$ cat config.mk
export PLATFORM = sky130hd
export DESIGN_NAME = pe_top
export DESIGN_NICKNAME = d
export VERILOG_FILES = /design/src/logic/pe_cfg_pkg.sv /design/src/logic/pe_ctl_pkg.sv /design/src/logic/datapath_controller.sv /design/src/logic/loop_counter.sv /design/src/logic/mac_unit.sv /design/src/logic/pe_top.sv /design/src/logic/scratch_pad.sv
export SDC_FILE = /design/constraint.sdc
export NUM_CORES = 2
export LEC_CHECK = 0
export BUFFER_PORTS_ARGS = -buffer_cell sky130_fd_sc_hd__buf_4
export CAP_MARGIN = 0
export CELL_PAD_IN_SITES_DETAIL_PLACEMENT = 2
export CELL_PAD_IN_SITES_GLOBAL_PLACEMENT = 2
export CORE_UTILIZATION = 25
export DETAILED_ROUTE_END_ITERATION = 8
export GPL_TIMING_DRIVEN = 0
export PLACE_DENSITY = 0.53
export SLEW_MARGIN = 20
export SYNTH_ARGS = -nofsm -noshare
export SYNTH_HDL_FRONTEND = slang
export SYNTH_SLANG_ARGS = --single-unit
$ cat constraint.sdc
create_clock -name i_clk -period 9.45 [get_ports i_clk]
set_clock_uncertainty 0.15 [all_clocks]
set_input_delay 2.835 -clock i_clk [delete_from_list [all_inputs] [get_ports i_clk]]
set_output_delay 2.835 -clock i_clk [all_outputs]
set_load 0.05 [all_outputs]
$ cat src/logic/pe_cfg_pkg.sv
package pe_cfg_pkg;

    // ====================
    // size limits
    // ====================
    localparam int MAX_PCH = 4;
    localparam int MAX_R   = 4;
    localparam int MAX_PM  = 4;
    localparam int MAX_TW  = 8;

    // widest input row, stride 2 with the largest filter
    localparam int MAX_ROW = (MAX_TW - 1) * 2 + MAX_R;

    // words per stream at the largest shape
    localparam int MAX_IN_WORDS = MAX_PCH * MAX_ROW;
    localparam int MAX_WT_WORDS = MAX_PCH * MAX_R * MAX_PM;
    localparam int MAX_PS_WORDS = MAX_TW * MAX_PM;

    // loop index width, tw is the widest dimension
    localparam int IDX_W = $clog2(MAX_TW + 1);

    // ====================
    // data types
    // ====================
    typedef logic signed [7:0]  in_pix_t;
    typedef logic signed [7:0]  wt_t;

    // 16-bit products, headroom for up to 256 accumulations
    typedef logic signed [23:0] psum_t;

    // ====================
    // shape configuration
    // ====================
    // latched once per run on the start strobe
    typedef struct packed {
        // input channels, 1..4
        logic [2:0] pch;
        // filter taps, 1..4
        logic [2:0] r;
        // filters, 1..4
        logic [2:0] pm;
        // output pixels, 1..8
        logic [3:0] tw;
        // stride, 1 or 2
        logic [1:0] u;
    } pe_conf_t;

endpackage

$ cat src/logic/pe_ctl_pkg.sv
package pe_ctl_pkg;

    // ====================
    // scratchpad control
    // ====================
    // address field is wide enough for the deepest pad
    localparam int PAD_AW = 8;

    typedef logic [PAD_AW-1:0] pad_addr_t;

    // write half and read half share one struct
    typedef struct packed {
        logic      write;
        pad_addr_t waddr;
        logic      read;
        pad_addr_t raddr;
    } pad_ctl_t;

    // ====================
    // MAC control
    // ====================
    // psum address width, 32 psum entries
    localparam int PS_ADDR_W = 5;

    // one per issued MAC op
    typedef struct packed {
        logic                 valid;
        // load the accumulator instead of adding
        logic                 first;
        // final term, write the psum out
        logic                 last;
        logic [PS_ADDR_W-1:0] paddr;
    } mac_ctl_t;

endpackage

$ cat src/logic/datapath_controller.sv
`timescale 1ns/1ps

module datapath_controller #(
    parameter int IN_DEPTH = 128,
    parameter int WT_DEPTH = 64,
    parameter int PS_DEPTH = 32
) (
    input  logic                 i_clk,
    input  logic                 i_rst_n,
    input  logic                 i_start,
    input  pe_cfg_pkg::pe_conf_t i_conf,
    input  logic                 i_in_rdy,
    output logic                 o_in_ack,
    input  logic                 i_wt_rdy,
    output logic                 o_wt_ack,
    output logic                 o_ps_rdy,
    input  logic                 i_ps_ack,
    output pe_ctl_pkg::pad_ctl_t o_in_pad_ctl,
    output pe_ctl_pkg::pad_ctl_t o_wt_pad_ctl,
    output pe_ctl_pkg::pad_ctl_t o_ps_rd_ctl,
    output pe_ctl_pkg::mac_ctl_t o_mac_ctl,
    output logic                 o_busy,
    output logic                 o_done
);
    import pe_cfg_pkg::*;
    import pe_ctl_pkg::*;

    localparam int IN_CW = $clog2(IN_DEPTH + 1);
    localparam int WT_CW = $clog2(WT_DEPTH + 1);
    localparam int PS_AW = $clog2(PS_DEPTH);

    // compute loop levels, innermost first
    localparam int LV_R = 0;
    localparam int LV_C = 1;
    localparam int LV_M = 2;
    localparam int LV_X = 3;

    typedef enum logic [2:0] {IDLE, LOAD, COMPUTE, FLUSH, DRAIN} state_t;

    state_t                     state;
    state_t                     state_nxt;
    pe_conf_t                   conf_q;
    logic                       start_go;
    pad_addr_t                  row_len;
    logic [IN_CW-1:0]           in_total;
    logic [IN_CW-1:0]           in_cnt;
    logic [WT_CW-1:0]           wt_total;
    logic [WT_CW-1:0]           wt_cnt;
    logic                       in_done;
    logic                       wt_done;
    logic                       in_xfer;
    logic                       wt_xfer;
    logic [3:0][IDX_W-1:0]      cp_size;
    logic [3:0][IDX_W-1:0]      cp_idx;
    logic [3:0]                 cp_end;
    logic                       cp_last;
    logic                       cp_inc;
    pad_addr_t                  in_raddr;
    pad_addr_t                  wt_raddr;
    logic [PS_AW-1:0]           ps_waddr;
    logic [1:0][IDX_W-1:0]      dr_size;
    logic [1:0][IDX_W-1:0]      dr_idx;
    logic                       dr_last;
    logic [PS_AW-1:0]           dr_addr;
    logic                       flush_q;
    logic                       rd_all_q;
    logic                       rd_go;
    logic                       drain_fin;

    // psum slot for output pixel x, filter m
    function automatic logic [PS_AW-1:0] ps_index(
        input logic [IDX_W-1:0] x,
        input logic [IDX_W-1:0] m,
        input logic [IDX_W-1:0] pm
    );
        return PS_AW'(x) * PS_AW'(pm) + PS_AW'(m);
    endfunction

    assign start_go = (state == IDLE) && i_start;
    assign o_busy   = (state != IDLE);

    // ====================
    // load phase
    // ====================
    assign row_len  = (PAD_AW'(conf_q.tw) - 1'b1) * PAD_AW'(conf_q.u) + PAD_AW'(conf_q.r);
    assign in_total = IN_CW'(PAD_AW'(conf_q.pch) * row_len);
    assign wt_total = WT_CW'(PAD_AW'(conf_q.pch) * PAD_AW'(conf_q.r) * PAD_AW'(conf_q.pm));

    assign in_done  = (in_cnt == in_total);
    assign wt_done  = (wt_cnt == wt_total);
    assign o_in_ack = (state == LOAD) && !in_done;
    assign o_wt_ack = (state == LOAD) && !wt_done;
    assign in_xfer  = o_in_ack && i_in_rdy;
    assign wt_xfer  = o_wt_ack && i_wt_rdy;

    // ====================
    // compute phase
    // ====================
    assign cp_inc  = (state == COMPUTE);
    assign cp_size = {IDX_W'(conf_q.tw), IDX_W'(conf_q.pm), IDX_W'(conf_q.pch), IDX_W'(conf_q.r)};

    loop_counter #(
        .NDEPTH (4),
        .IDXW   (IDX_W)
    ) compute_lp (
        .i_clk   (i_clk),
        .i_rst_n (i_rst_n),
        .i_clear (start_go),
        .i_inc   (cp_inc),
        .i_size  (cp_size),
        .o_idx   (cp_idx),
        .o_end   (cp_end),
        .o_last  (cp_last)
    );

    // window of pixel x starts at x*U inside channel c
    assign in_raddr = PAD_AW'(cp_idx[LV_C]) * row_len
                    + PAD_AW'(cp_idx[LV_X]) * PAD_AW'(conf_q.u)
                    + PAD_AW'(cp_idx[LV_R]);
    // weights stored c, r, m with m fastest
    assign wt_raddr = (PAD_AW'(cp_idx[LV_C]) * PAD_AW'(conf_q.r) + PAD_AW'(cp_idx[LV_R]))
                    * PAD_AW'(conf_q.pm) + PAD_AW'(cp_idx[LV_M]);
    assign ps_waddr = ps_index(cp_idx[LV_X], cp_idx[LV_M], IDX_W'(conf_q.pm));

    assign o_in_pad_ctl = '{write: in_xfer, waddr: PAD_AW'(in_cnt), read: cp_inc, raddr: in_raddr};
    assign o_wt_pad_ctl = '{write: wt_xfer, waddr: PAD_AW'(wt_cnt), read: cp_inc, raddr: wt_raddr};

    assign o_mac_ctl = '{
        valid: cp_inc,
        first: (cp_idx[LV_C] == '0) && (cp_idx[LV_R] == '0),
        last:  cp_end[LV_C] && cp_end[LV_R],
        paddr: PS_ADDR_W'(ps_waddr)
    };

    // ====================
    // drain phase
    // ====================
    assign dr_size = {IDX_W'(conf_q.tw), IDX_W'(conf_q.pm)};

    loop_counter #(
        .NDEPTH (2),
        .IDXW   (IDX_W)
    ) drain_lp (
        .i_clk   (i_clk),
        .i_rst_n (i_rst_n),
        .i_clear (start_go),
        .i_inc   (rd_go),
        .i_size  (dr_size),
        .o_idx   (dr_idx),
        .o_end   (),
        .o_last  (dr_last)
    );

    assign dr_addr = ps_index(dr_idx[1], dr_idx[0], IDX_W'(conf_q.pm));

    // next read once the presented word is taken
    assign rd_go     = (state == DRAIN) && !rd_all_q && (!o_ps_rdy || i_ps_ack);
    assign drain_fin = (state == DRAIN) && rd_all_q && o_ps_rdy && i_ps_ack;

    assign o_ps_rd_ctl = '{write: 1'b0, waddr: '0, read: rd_go, raddr: PAD_AW'(dr_addr)};

    // ====================
    // state machine
    // ====================
    always_comb begin
        state_nxt = state;
        case (state)
            IDLE:    if (i_start) state_nxt = LOAD;
            LOAD:    if (in_done && wt_done) state_nxt = COMPUTE;
            COMPUTE: if (cp_last) state_nxt = FLUSH;
            // two cycles for the MAC pipeline to write its last psum
            FLUSH:   if (flush_q) state_nxt = DRAIN;
            DRAIN:   if (drain_fin) state_nxt = IDLE;
            default: state_nxt = IDLE;
        endcase
    end

    always_ff @(posedge i_clk) begin
        if (!i_rst_n) begin
            state    <= IDLE;
            o_done   <= 1'b0;
            o_ps_rdy <= 1'b0;
            flush_q  <= 1'b0;
            rd_all_q <= 1'b0;
            in_cnt   <= '0;
            wt_cnt   <= '0;
        end else begin
            state   <= state_nxt;
            o_done  <= drain_fin;
            flush_q <= (state == FLUSH) && !flush_q;
            if (rd_go) begin
                o_ps_rdy <= 1'b1;
            end else if (i_ps_ack) begin
                o_ps_rdy <= 1'b0;
            end
            if (start_go) begin
                in_cnt   <= '0;
                wt_cnt   <= '0;
                rd_all_q <= 1'b0;
            end else begin
                if (in_xfer) in_cnt <= in_cnt + 1'b1;
                if (wt_xfer) wt_cnt <= wt_cnt + 1'b1;
                if (rd_go && dr_last) rd_all_q <= 1'b1;
            end
        end
    end

    // shape held for the whole run
    always_ff @(posedge i_clk) begin
        if (start_go) begin
            conf_q <= i_conf;
        end
    end

endmodule

$ cat src/logic/loop_counter.sv
`timescale 1ns/1ps

module loop_counter #(
    parameter int NDEPTH = 2,
    parameter int IDXW   = 4
) (
    input  logic                        i_clk,
    input  logic                        i_rst_n,
    input  logic                        i_clear,
    input  logic                        i_inc,
    input  logic [NDEPTH-1:0][IDXW-1:0] i_size,
    output logic [NDEPTH-1:0][IDXW-1:0] o_idx,
    output logic [NDEPTH-1:0]           o_end,
    output logic                        o_last
);

    // per-level advance enable
    logic [NDEPTH-1:0] step;

    // level sits on its last value
    always_comb begin
        for (int i = 0; i < NDEPTH; i++) begin
            o_end[i] = (o_idx[i] == i_size[i] - 1'b1);
        end
    end

    // carry ripples outward from level 0
    always_comb begin
        logic carry;
        carry = i_inc;
        for (int i = 0; i < NDEPTH; i++) begin
            step[i] = carry;
            carry   = carry && o_end[i];
        end
    end

    assign o_last = &o_end;

    always_ff @(posedge i_clk) begin
        if (!i_rst_n || i_clear) begin
            o_idx <= '0;
        end else begin
            for (int i = 0; i < NDEPTH; i++) begin
                if (step[i]) begin
                    // wrap after size-1
                    o_idx[i] <= o_end[i] ? '0 : o_idx[i] + 1'b1;
                end
            end
        end
    end

endmodule

$ cat src/logic/mac_unit.sv
`timescale 1ns/1ps

module mac_unit (
    input  logic                 i_clk,
    input  logic                 i_rst_n,
    input  pe_ctl_pkg::mac_ctl_t i_mac_ctl,
    input  pe_cfg_pkg::in_pix_t  i_in_pix,
    input  pe_cfg_pkg::wt_t      i_wt,
    output pe_ctl_pkg::pad_ctl_t o_ps_wr_ctl,
    output pe_cfg_pkg::psum_t    o_ps_wdata
);
    import pe_cfg_pkg::*;
    import pe_ctl_pkg::*;

    mac_ctl_t                                      ctl_q;
    logic signed [$bits(in_pix_t)+$bits(wt_t)-1:0] prod;
    psum_t                                         acc_q;
    logic                                          wr_q;
    logic [PS_ADDR_W-1:0]                          wr_addr_q;

    // pad data shows up one cycle after the op
    assign prod = i_in_pix * i_wt;

    always_ff @(posedge i_clk) begin
        if (!i_rst_n) begin
            ctl_q <= '0;
            wr_q  <= 1'b0;
        end else begin
            ctl_q <= i_mac_ctl;
            wr_q  <= ctl_q.valid && ctl_q.last;
        end
    end

    // accumulate over channels and taps
    always_ff @(posedge i_clk) begin
        if (ctl_q.valid) begin
            acc_q <= ctl_q.first ? psum_t'(prod) : acc_q + psum_t'(prod);
        end
        if (ctl_q.valid && ctl_q.last) begin
            wr_addr_q <= ctl_q.paddr;
        end
    end

    // write half only, read half belongs to the controller
    assign o_ps_wr_ctl = '{write: wr_q, waddr: PAD_AW'(wr_addr_q), read: 1'b0, raddr: '0};
    assign o_ps_wdata  = acc_q;

endmodule

$ cat src/logic/pe_top.sv
`timescale 1ns/1ps

module pe_top #(
    parameter int IN_DEPTH = 128,
    parameter int WT_DEPTH = 64,
    parameter int PS_DEPTH = 32
) (
    input  logic                 i_clk,
    input  logic                 i_rst_n,
    input  logic                 i_start,
    input  pe_cfg_pkg::pe_conf_t i_conf,
    input  logic                 i_in_rdy,
    input  pe_cfg_pkg::in_pix_t  i_in_data,
    output logic                 o_in_ack,
    input  logic                 i_wt_rdy,
    input  pe_cfg_pkg::wt_t      i_wt_data,
    output logic                 o_wt_ack,
    output logic                 o_ps_rdy,
    output pe_cfg_pkg::psum_t    o_ps_data,
    input  logic                 i_ps_ack,
    output logic                 o_busy,
    output logic                 o_done
);
    import pe_cfg_pkg::*;
    import pe_ctl_pkg::*;

    pad_ctl_t in_pad_ctl;
    pad_ctl_t wt_pad_ctl;
    pad_ctl_t ps_rd_ctl;
    pad_ctl_t ps_wr_ctl;
    pad_ctl_t ps_pad_ctl;
    mac_ctl_t mac_ctl;
    in_pix_t  in_pix;
    wt_t      wt;
    psum_t    ps_wdata;

    // ====================
    // control
    // ====================
    datapath_controller #(
        .IN_DEPTH (IN_DEPTH),
        .WT_DEPTH (WT_DEPTH),
        .PS_DEPTH (PS_DEPTH)
    ) dp_ctrl (
        .i_clk        (i_clk),
        .i_rst_n      (i_rst_n),
        .i_start      (i_start),
        .i_conf       (i_conf),
        .i_in_rdy     (i_in_rdy),
        .o_in_ack     (o_in_ack),
        .i_wt_rdy     (i_wt_rdy),
        .o_wt_ack     (o_wt_ack),
        .o_ps_rdy     (o_ps_rdy),
        .i_ps_ack     (i_ps_ack),
        .o_in_pad_ctl (in_pad_ctl),
        .o_wt_pad_ctl (wt_pad_ctl),
        .o_ps_rd_ctl  (ps_rd_ctl),
        .o_mac_ctl    (mac_ctl),
        .o_busy       (o_busy),
        .o_done       (o_done)
    );

    // ====================
    // scratchpads
    // ====================
    scratch_pad #(
        .T_DATA (in_pix_t),
        .DEPTH  (IN_DEPTH)
    ) in_pad (
        .i_clk    (i_clk),
        .i_wr_ctl (in_pad_ctl),
        .i_rd_ctl (in_pad_ctl),
        .i_wdata  (i_in_data),
        .o_rdata  (in_pix)
    );

    scratch_pad #(
        .T_DATA (wt_t),
        .DEPTH  (WT_DEPTH)
    ) wt_pad (
        .i_clk    (i_clk),
        .i_wr_ctl (wt_pad_ctl),
        .i_rd_ctl (wt_pad_ctl),
        .i_wdata  (i_wt_data),
        .o_rdata  (wt)
    );

    // MAC writes, controller reads during drain
    assign ps_pad_ctl = '{
        write: ps_wr_ctl.write,
        waddr: ps_wr_ctl.waddr,
        read:  ps_rd_ctl.read,
        raddr: ps_rd_ctl.raddr
    };

    scratch_pad #(
        .T_DATA (psum_t),
        .DEPTH  (PS_DEPTH)
    ) ps_pad (
        .i_clk    (i_clk),
        .i_wr_ctl (ps_pad_ctl),
        .i_rd_ctl (ps_pad_ctl),
        .i_wdata  (ps_wdata),
        .o_rdata  (o_ps_data)
    );

    // ====================
    // MAC
    // ====================
    mac_unit mac (
        .i_clk       (i_clk),
        .i_rst_n     (i_rst_n),
        .i_mac_ctl   (mac_ctl),
        .i_in_pix    (in_pix),
        .i_wt        (wt),
        .o_ps_wr_ctl (ps_wr_ctl),
        .o_ps_wdata  (ps_wdata)
    );

endmodule

$ cat src/logic/scratch_pad.sv
`timescale 1ns/1ps

module scratch_pad #(
    parameter type T_DATA = logic [7:0],
    parameter int  DEPTH  = 64
) (
    input  logic                 i_clk,
    input  pe_ctl_pkg::pad_ctl_t i_wr_ctl,
    input  pe_ctl_pkg::pad_ctl_t i_rd_ctl,
    input  T_DATA                i_wdata,
    output T_DATA                o_rdata
);

    localparam int AW = $clog2(DEPTH);

    T_DATA mem [DEPTH];

    // write port
    always_ff @(posedge i_clk) begin
        if (i_wr_ctl.write) begin
            mem[i_wr_ctl.waddr[AW-1:0]] <= i_wdata;
        end
    end

    // registered read, word holds until the next read strobe
    always_ff @(posedge i_clk) begin
        if (i_rd_ctl.read) begin
            o_rdata <= mem[i_rd_ctl.raddr[AW-1:0]];
        end
    end

endmodule

**Word level (Yosys, flattened, before mapping)**

Memories as Yosys holds them, arrays and structs flattened. A register that Yosys moved wholly into a read port is not among the register bits.
Index checks and enable logic that the tools add are counted.

- Flip-flop bits (word level): 99
- Output and inout bits: 29
- Bits of input ports: 37
- Bits in writable memories: 2304
- Memories: 3

Memories:

| memory | words | width | rd ports | clocked after memory_dff | wr ports | line | source |
|---|---|---|---|---|---|---|---|
| in_pad.mem | 128 | 8 | 1 | 1 | 1 | scratch_pad.sv:16 | `T_DATA mem [DEPTH];` |
| ps_pad.mem | 32 | 24 | 1 | 1 | 1 | scratch_pad.sv:16 |  |
| wt_pad.mem | 64 | 8 | 1 | 1 | 1 | scratch_pad.sv:16 |  |

- $mul: 11
- Bitwise gates (word level): 1
- Reduce and logical (&&, ||, !) cells: 37
- Add/sub/neg operators: 21
- Muxes and demuxes: 21
- Eq/ne operators: 17

Operators by type and width:

| kind | count |
|---|---|
| $add 24x16->24 | 1 |
| $add 4x1->4 const B | 6 |
| $eq 4x4->1 | 6 |
| $mux 24 | 1 |
| $mux 4 | 6 |
| $logic_and 1x1->1 | 20 |
| $mul 8x8->16 | 1 |
| $mux 3 | 5 |
| $pmux 3 s5 | 1 |
| $sub 3x1->4 const B | 3 |
| $add 5x4->5 | 2 |
| $mul 4x3->5 | 2 |
| $add 7x4->8 | 1 |
| $add 8x1->8 const B | 1 |
| $add 8x3->8 | 1 |
| $eq 8x8->1 | 1 |
| $logic_not 4->1 | 2 |
| $mul 3x8->8 | 1 |
| $mul 4x8->7 | 1 |
| $mul 8x2->8 | 1 |
| $mul 8x3->6 | 1 |
| $mux 1 | 8 |
| $add 7x1->7 const B | 1 |
| $add 7x4->7 | 1 |
| other kinds (24) | 34 |

**Logic depth before layout (Yosys ltp)**

- Depth after elaboration: 10
- Depth in mapped cells: 27
- Depth with buffers taken out: 27

**Modules after synthesis**

A second synthesis with hierarchy kept.

- Cell total of the unflattened synthesis: 5751
- Area total of the unflattened synthesis: 103953.4 µm²

Modules (own cells, without submodules):

| module | area an instance (µm²) | cells each | instances |
|---|---|---|---|
| scratch_pad (in_pad) | 39745.6 | 1635 | 1 |
| scratch_pad (ps_pad) | 30723.2 | 1711 | 1 |
| scratch_pad (wt_pad) | 20246.9 | 940 | 1 |
| datapath_controller | 6217.2 | 698 | 1 |
| mac_unit | 5210.0 | 553 | 1 |
| loop_counter (dp_ctrl.compute_lp) | 1177.4 | 138 | 1 |
| loop_counter (dp_ctrl.drain_lp) | 633.1 | 76 | 1 |

**Worst setup path after synthesis**

OpenSTA, ideal clock, no wires.

- Path kind: reg-to-output
- Start: register dp_ctrl.conf_q[2] in the netlist's numbering
- End: output port o_in_ack
- Setup slack: 0.932 ns
- Arrival: 5.533 ns
- Buffers on the path: 0
- Required time: 6.465 ns
- Stages on the path, launching flop included: 21
- Path through: edfxtp_1 -> inv_1 -> ha_1 -> nor2b_1 -> fa_1 -> ha_1 -> inv_1 -> fa_1 -> xnor2_1 -> nand2_1 -> fa_1 -> inv_1 -> ha_1 -> a21o_1 -> a21oi_1 -> o21ai_0 -> a21o_2 -> a211oi_1 -> or4b_1 -> and2_0 -> nor2b_1

- Word-level cells in the longest chain between the ends: 7

Ends and longest elaborated chain:

| item | line | source |
|---|---|---|
| start: declaration | datapath_controller.sv:42 | `pe_conf_t conf_q;` |
| start signal: assignment | datapath_controller.sv:211 | `conf_q <= i_conf;` |
| $sub 4x1->5 | datapath_controller.sv:85 | `assign row_len = (PAD_AW'(conf_q.tw) - 1'b1) * PAD_AW'(conf_q.u) + PAD_AW'(conf_q.r);` |
| $mul 8x2->8 | datapath_controller.sv:85 |  |
| $add 8x3->8 | datapath_controller.sv:85 |  |
| $mul 3x8->8 | datapath_controller.sv:86 | `assign in_total = IN_CW'(PAD_AW'(conf_q.pch) * row_len);` |
| $eq 8x8->1 | datapath_controller.sv:89 | `assign in_done = (in_cnt == in_total);` |
| $logic_not 1->1 | datapath_controller.sv:91 | `assign o_in_ack = (state == LOAD) && !in_done;` |
| $logic_and 1x1->1 | datapath_controller.sv:91 |  |
| end: declaration | pe_top.sv:14 | `output logic o_in_ack,` |

No other way between the ends.

**Worst setup path after layout**

Same ends and word-level chain as after synthesis.

==> flow_metrics.tcl <==
set metrics [dict create \
    power.density_nw_per_um2 281 \
    p_switching_mw 10.8 \
    regToRegStartpoint "dp_ctrl.conf_q[2]" \
    postLayoutCellArea_um2 120000 \
    swShare 0.320 \
    arrival_ns 6.41 \
    multiInputGateArea_um2 27700 \
    worst_slew_margin_rel 0.209 \
    critPathSlowestCell "nor3b_2" \
    endpoint_kind "primary output" \
    grt_start_max_net_pins 129 \
    first_global_vias 55600 \
    p_comb_frac 0.306 \
    cp-start-kind "flip-flop" \
    synth.area.mux_share 0.166 \
    finalHoldViolCount 0 \
    first_pass_iters 5 \
    grt_antenna_before_repair 16 \
    die_width_um 640 \
    netlist_instances 5043 \
    drc 0 \
    maximum_vdd_drop_v 0.000416 \
    fin_setup_tns_ns 0 \
    tritoncts "done" \
    dpl_cell_area_um2 110000 \
    clkTransAtPathRegs_ns 0.06 \
    post_synth_and_or_nand_nor_area_fraction 0.0355 \
    cts.sinks 2443 \
    layout.cells.most_common_list "edfxtp_1, mux4_2, clkbuf_16" \
    layout.cells.most_common "edfxtp_1" \
    setup.worst_path.start "dp_ctrl.conf_q[2]" \
    core_region_area_um2 404000 \
    tmin_final_ns 9.39 \
    synth_enable_flop_cells 2388 \
    combinational_family_with_the_most_area_after_synthesis "multiplexers" \
    synth.yosys.warnings 0 \
    avgViaCountPerCell 4.55 \
    max_clock_freq_mhz 106 \
    synth-compound-area-share 0.0151 \
    p_seq_frac 0.376 \
    ctsLongestPathBuffers 4 \
    fp.dieH_um 640 \
    critical_path_peak_fanout 5 \
    holdWs_ns 0.248 \
    wl_um 304000 \
    top_level_ports 66 \
    yosysSeqAreaShare 0.716 \
    syn_avg_cell_area_um2 20.2 \
    worst_slack_ns 0.0586 \
    cell_internal_pwr_mw 22.9 \
    clk_root_buffer_cell "clkbuf_16" \
    setup_viol_count_final 0 \
    final-seq-area_um2 72800 \
    netlist_area_um2 102000 \
    finish.net_count 5770 \
    cts.hold.buffers_added 0 \
    route.antenna.remaining_nets 0 \
    synth_xor_xnor_area_share 0.0121 \
    number_of_different_library_cells_in_the_post_synthesis_netlist 73 \
    num_rows 233 \
    initial_core_util 0.252 \
    critical_path.cell_chain "inv_1, ha_4, nor3b_2, and2_1, ha_1, ha_1, nand2_1, o211ai_1, a21oi_1, xor2_1, nand2_1, fa_1, inv_1, ha_1, nand2_1, o21ai_1, a21o_2, a211oi_2, or4b_4, and2_4, nor2b_4, buf_8" \
    async_reset_ff_frac 0 \
    final_min_period_over_clock_period 0.994 \
    global_route_wire_length_before_repair_um 432000 \
    clockPowerShare 0.318 \
    grt_setup_unrepaired "true" \
    detailroute.via_count 50500 \
    post-dp-hpwl_um 203000 \
    hold_start "mac.ctl_q[3]" \
    die-area_um2 409000 \
    timing.max_cap.violations 0 \
    wl_per_cell_um 27.4 \
    cts_buffers 286 \
    clk-insertion-delay-late_ns 0.90 \
    critPathRequiredTime_ns 6.47 \
    path_class "flip-flop to primary output" \
    min_path_type "flip-flop to flip-flop" \
    fraction_of_layout_instances_using_a_drive_strength_above_1 0.263 \
    port_buffers 65 \
    cellLeakagePower_nw 37.5 \
    post_synth_fa_ha_maj_area_fraction 0.0386 \
    synth-seq-cells 2443 \
    placement.setup.worst_slack_ns -0.995 \
    grt.total_usage 0.147 \
    layout-area-overhead-vs-synth_pct 18.1 \
    postSynth.topFlopCell "edfxtp_1" \
    result_of_the_run "completed" \
    ctsHtreeMaxLevel 5 \
    max_slew.worst_pin.slew_ns 1.18 \
    global_route.overflow_total 0 \
    layout.filler_cells 40600 \
    place_congestion 0.751 \
    number_of_pins_with_negative_max_slew_slack_in_the_final_report 0 \
    total_power_mw 33.7 \
    mappedNetlistNets 5328 \
    detail_route.iter0.violations 3623 \
    cp_slowest_stage_delay_ns 0.58 \
]
==> sequential cells by signal, summed over array words and instances (netlist names) <==
name	count
dp_ctrl.rd_all_q	1
in_pad.o_rdata	8
dp_ctrl.in_cnt	8
ps_pad.o_rdata	24
mac.wr_q	1
ps_pad.mem	768
wt_pad.mem	512
dp_ctrl.o_done	1
mac.o_ps_wdata	24
dp_ctrl.flush_q	1
dp_ctrl.conf_q	15
wt_pad.o_rdata	8
dp_ctrl.wt_cnt	7
mac.wr_addr_q	5
in_pad.mem	1024
dp_ctrl.o_ps_rdy	1
dp_ctrl.compute_lp.o_idx	16
mac.ctl_q	8
dp_ctrl.state	3
dp_ctrl.drain_lp.o_idx	8
==> area by class of cell <==
class	instances	share of cell area
clock inverters	153	0.0113
clock buffers	346	0.0626
inverters	185	0.00578
multi-input cells	2180	0.230
plain buffers	234	0.00886
diodes	5	0.000104
repair buffers	155	0.0182
flip-flops and latches	2443	0.606
well taps	5405	0.0563
==> worst max-delay path: cells and delay by family, from the launching register on <==
family	cells	cell delay [ns]
buffers and inverters	3	0.38
AND/OR/NAND/NOR	8	2.08
adder cells (fa/ha/maj)	5	1.65
XOR/XNOR	1	0.23
AO/OA/AOI/OAI	5	0.75
flip-flops	1	0.45
==> cells by family (layout without fill, tap and decap cells) <==
group / Yosys count / count (layout)
AOI/OAI and AO/OA: 241 / 241
other: 0 / 5
DFF: 2443 / 2443
xor gates and xnor gates: 137 / 137
muxes: 800 / 800
adders and majority gates: 248 / 248
buffers and inverters: 420 / 1073
and+or+nand+nor: 754 / 754
==> per-stage QoR <==
stage / std cells / utilization
after detailed placement: 10600 / 0.274
after global routing: 11100 / 0.297
after CTS: 11100 / 0.296
after global placement: 10500 / 0.270
final: 11100 / 0.297
after floorplan: 5043 / -
==> routing by layer <==
layer	wire length, um	vias to the layer above	part of all wire	global-route usage
li1	-	21300	-	-
met1	136000	27800	0.45	0.200
met2	150000	1064	0.49	0.249
met3	12000	353	0.040	0.0194
met4	6320	2	0.021	0.0321
met5	10	-	0.000033	0
==> power groups by stage <==
| stage | clock network (mW) | registers (mW) | logic (mW) |
|---|---|---|---|
| 2_1_floorplan | 0 | 12.9 | 7.25 |
| 3_3_place_gp | 0 | 13.1 | 9.72 |
| 3_5_place_dp | 0 | 13.1 | 10.1 |
| 4_1_cts | 11.0 | 12.9 | 10.2 |
| 5_1_grt | 11.3 | 12.7 | 11.6 |
| 6_report | 10.7 | 12.7 | 10.3 |
==> timing repair <==
item,in CTS,in global routing
buffers inserted,7,7
pin swaps,5,5
resized for setup,28,13
cloned,0,0
endpoints found under the setup margin,10,10
==> synth_stat cells, types with 3 or more instances <==
| library cell | n | area share |
|---|---|---|
| buf_2 | 57 | 0.0028 |
| dfxtp_1 | 55 | 0.011 |
| mux4_2 | 707 | 0.16 |
| nand3_2 | 3 | 0.00030 |
| or3_1 | 15 | 0.00092 |
| o21a_1 | 5 | 0.00037 |
| nor2b_1 | 41 | 0.0025 |
| o31ai_1 | 5 | 0.00037 |
| and2_1 | 113 | 0.0070 |
| nand2_1 | 127 | 0.0047 |
| a31oi_1 | 7 | 0.00043 |
| inv_1 | 183 | 0.0068 |
| nand3b_1 | 12 | 0.00089 |
| a211oi_1 | 26 | 0.0019 |
| xor2_1 | 50 | 0.0043 |
| buf_6 | 5 | 0.00055 |
| clkbuf_1 | 128 | 0.0047 |
| mux2i_1 | 50 | 0.0049 |
| o2111ai_1 | 3 | 0.00026 |
| a211o_1 | 5 | 0.00043 |
| buf_1 | 45 | 0.0017 |
| nor2_1 | 323 | 0.012 |
| o21ai_0 | 49 | 0.0024 |
| nor3b_1 | 4 | 0.00030 |
| o21ai_1 | 4 | 0.00020 |
| edfxtp_1 | 2388 | 0.71 |
| or2_2 | 3 | 0.00018 |
| or4_1 | 5 | 0.00037 |
| xnor2_1 | 85 | 0.0073 |
| nand3_1 | 24 | 0.0012 |
| o211ai_1 | 9 | 0.00066 |
| a21oi_1 | 76 | 0.0037 |
| o21bai_1 | 9 | 0.00066 |
| or3b_2 | 5 | 0.00043 |
| fa_1 | 109 | 0.021 |
| nand2b_1 | 15 | 0.00092 |
| a2111oi_0 | 4 | 0.00034 |
| nand4_1 | 11 | 0.00068 |
| nor4_1 | 7 | 0.00043 |
| and3_1 | 4 | 0.00025 |
| a21o_1 | 22 | 0.0016 |
| ha_1 | 139 | 0.017 |
| mux2_2 | 42 | 0.0047 |
| nor3_1 | 27 | 0.0013 |
==> final timing paths <==
path                       end  slack (ns)  depth (start not counted)
min           mac.wr_addr_q[3]        0.25                          0
max                   o_in_ack        0.06                         22
min reg2reg   mac.wr_addr_q[3]        0.25                          0
max reg2reg  in_pad.o_rdata[6]        0.34                         23
No activity file was read; power rests on OpenSTA's default activity.
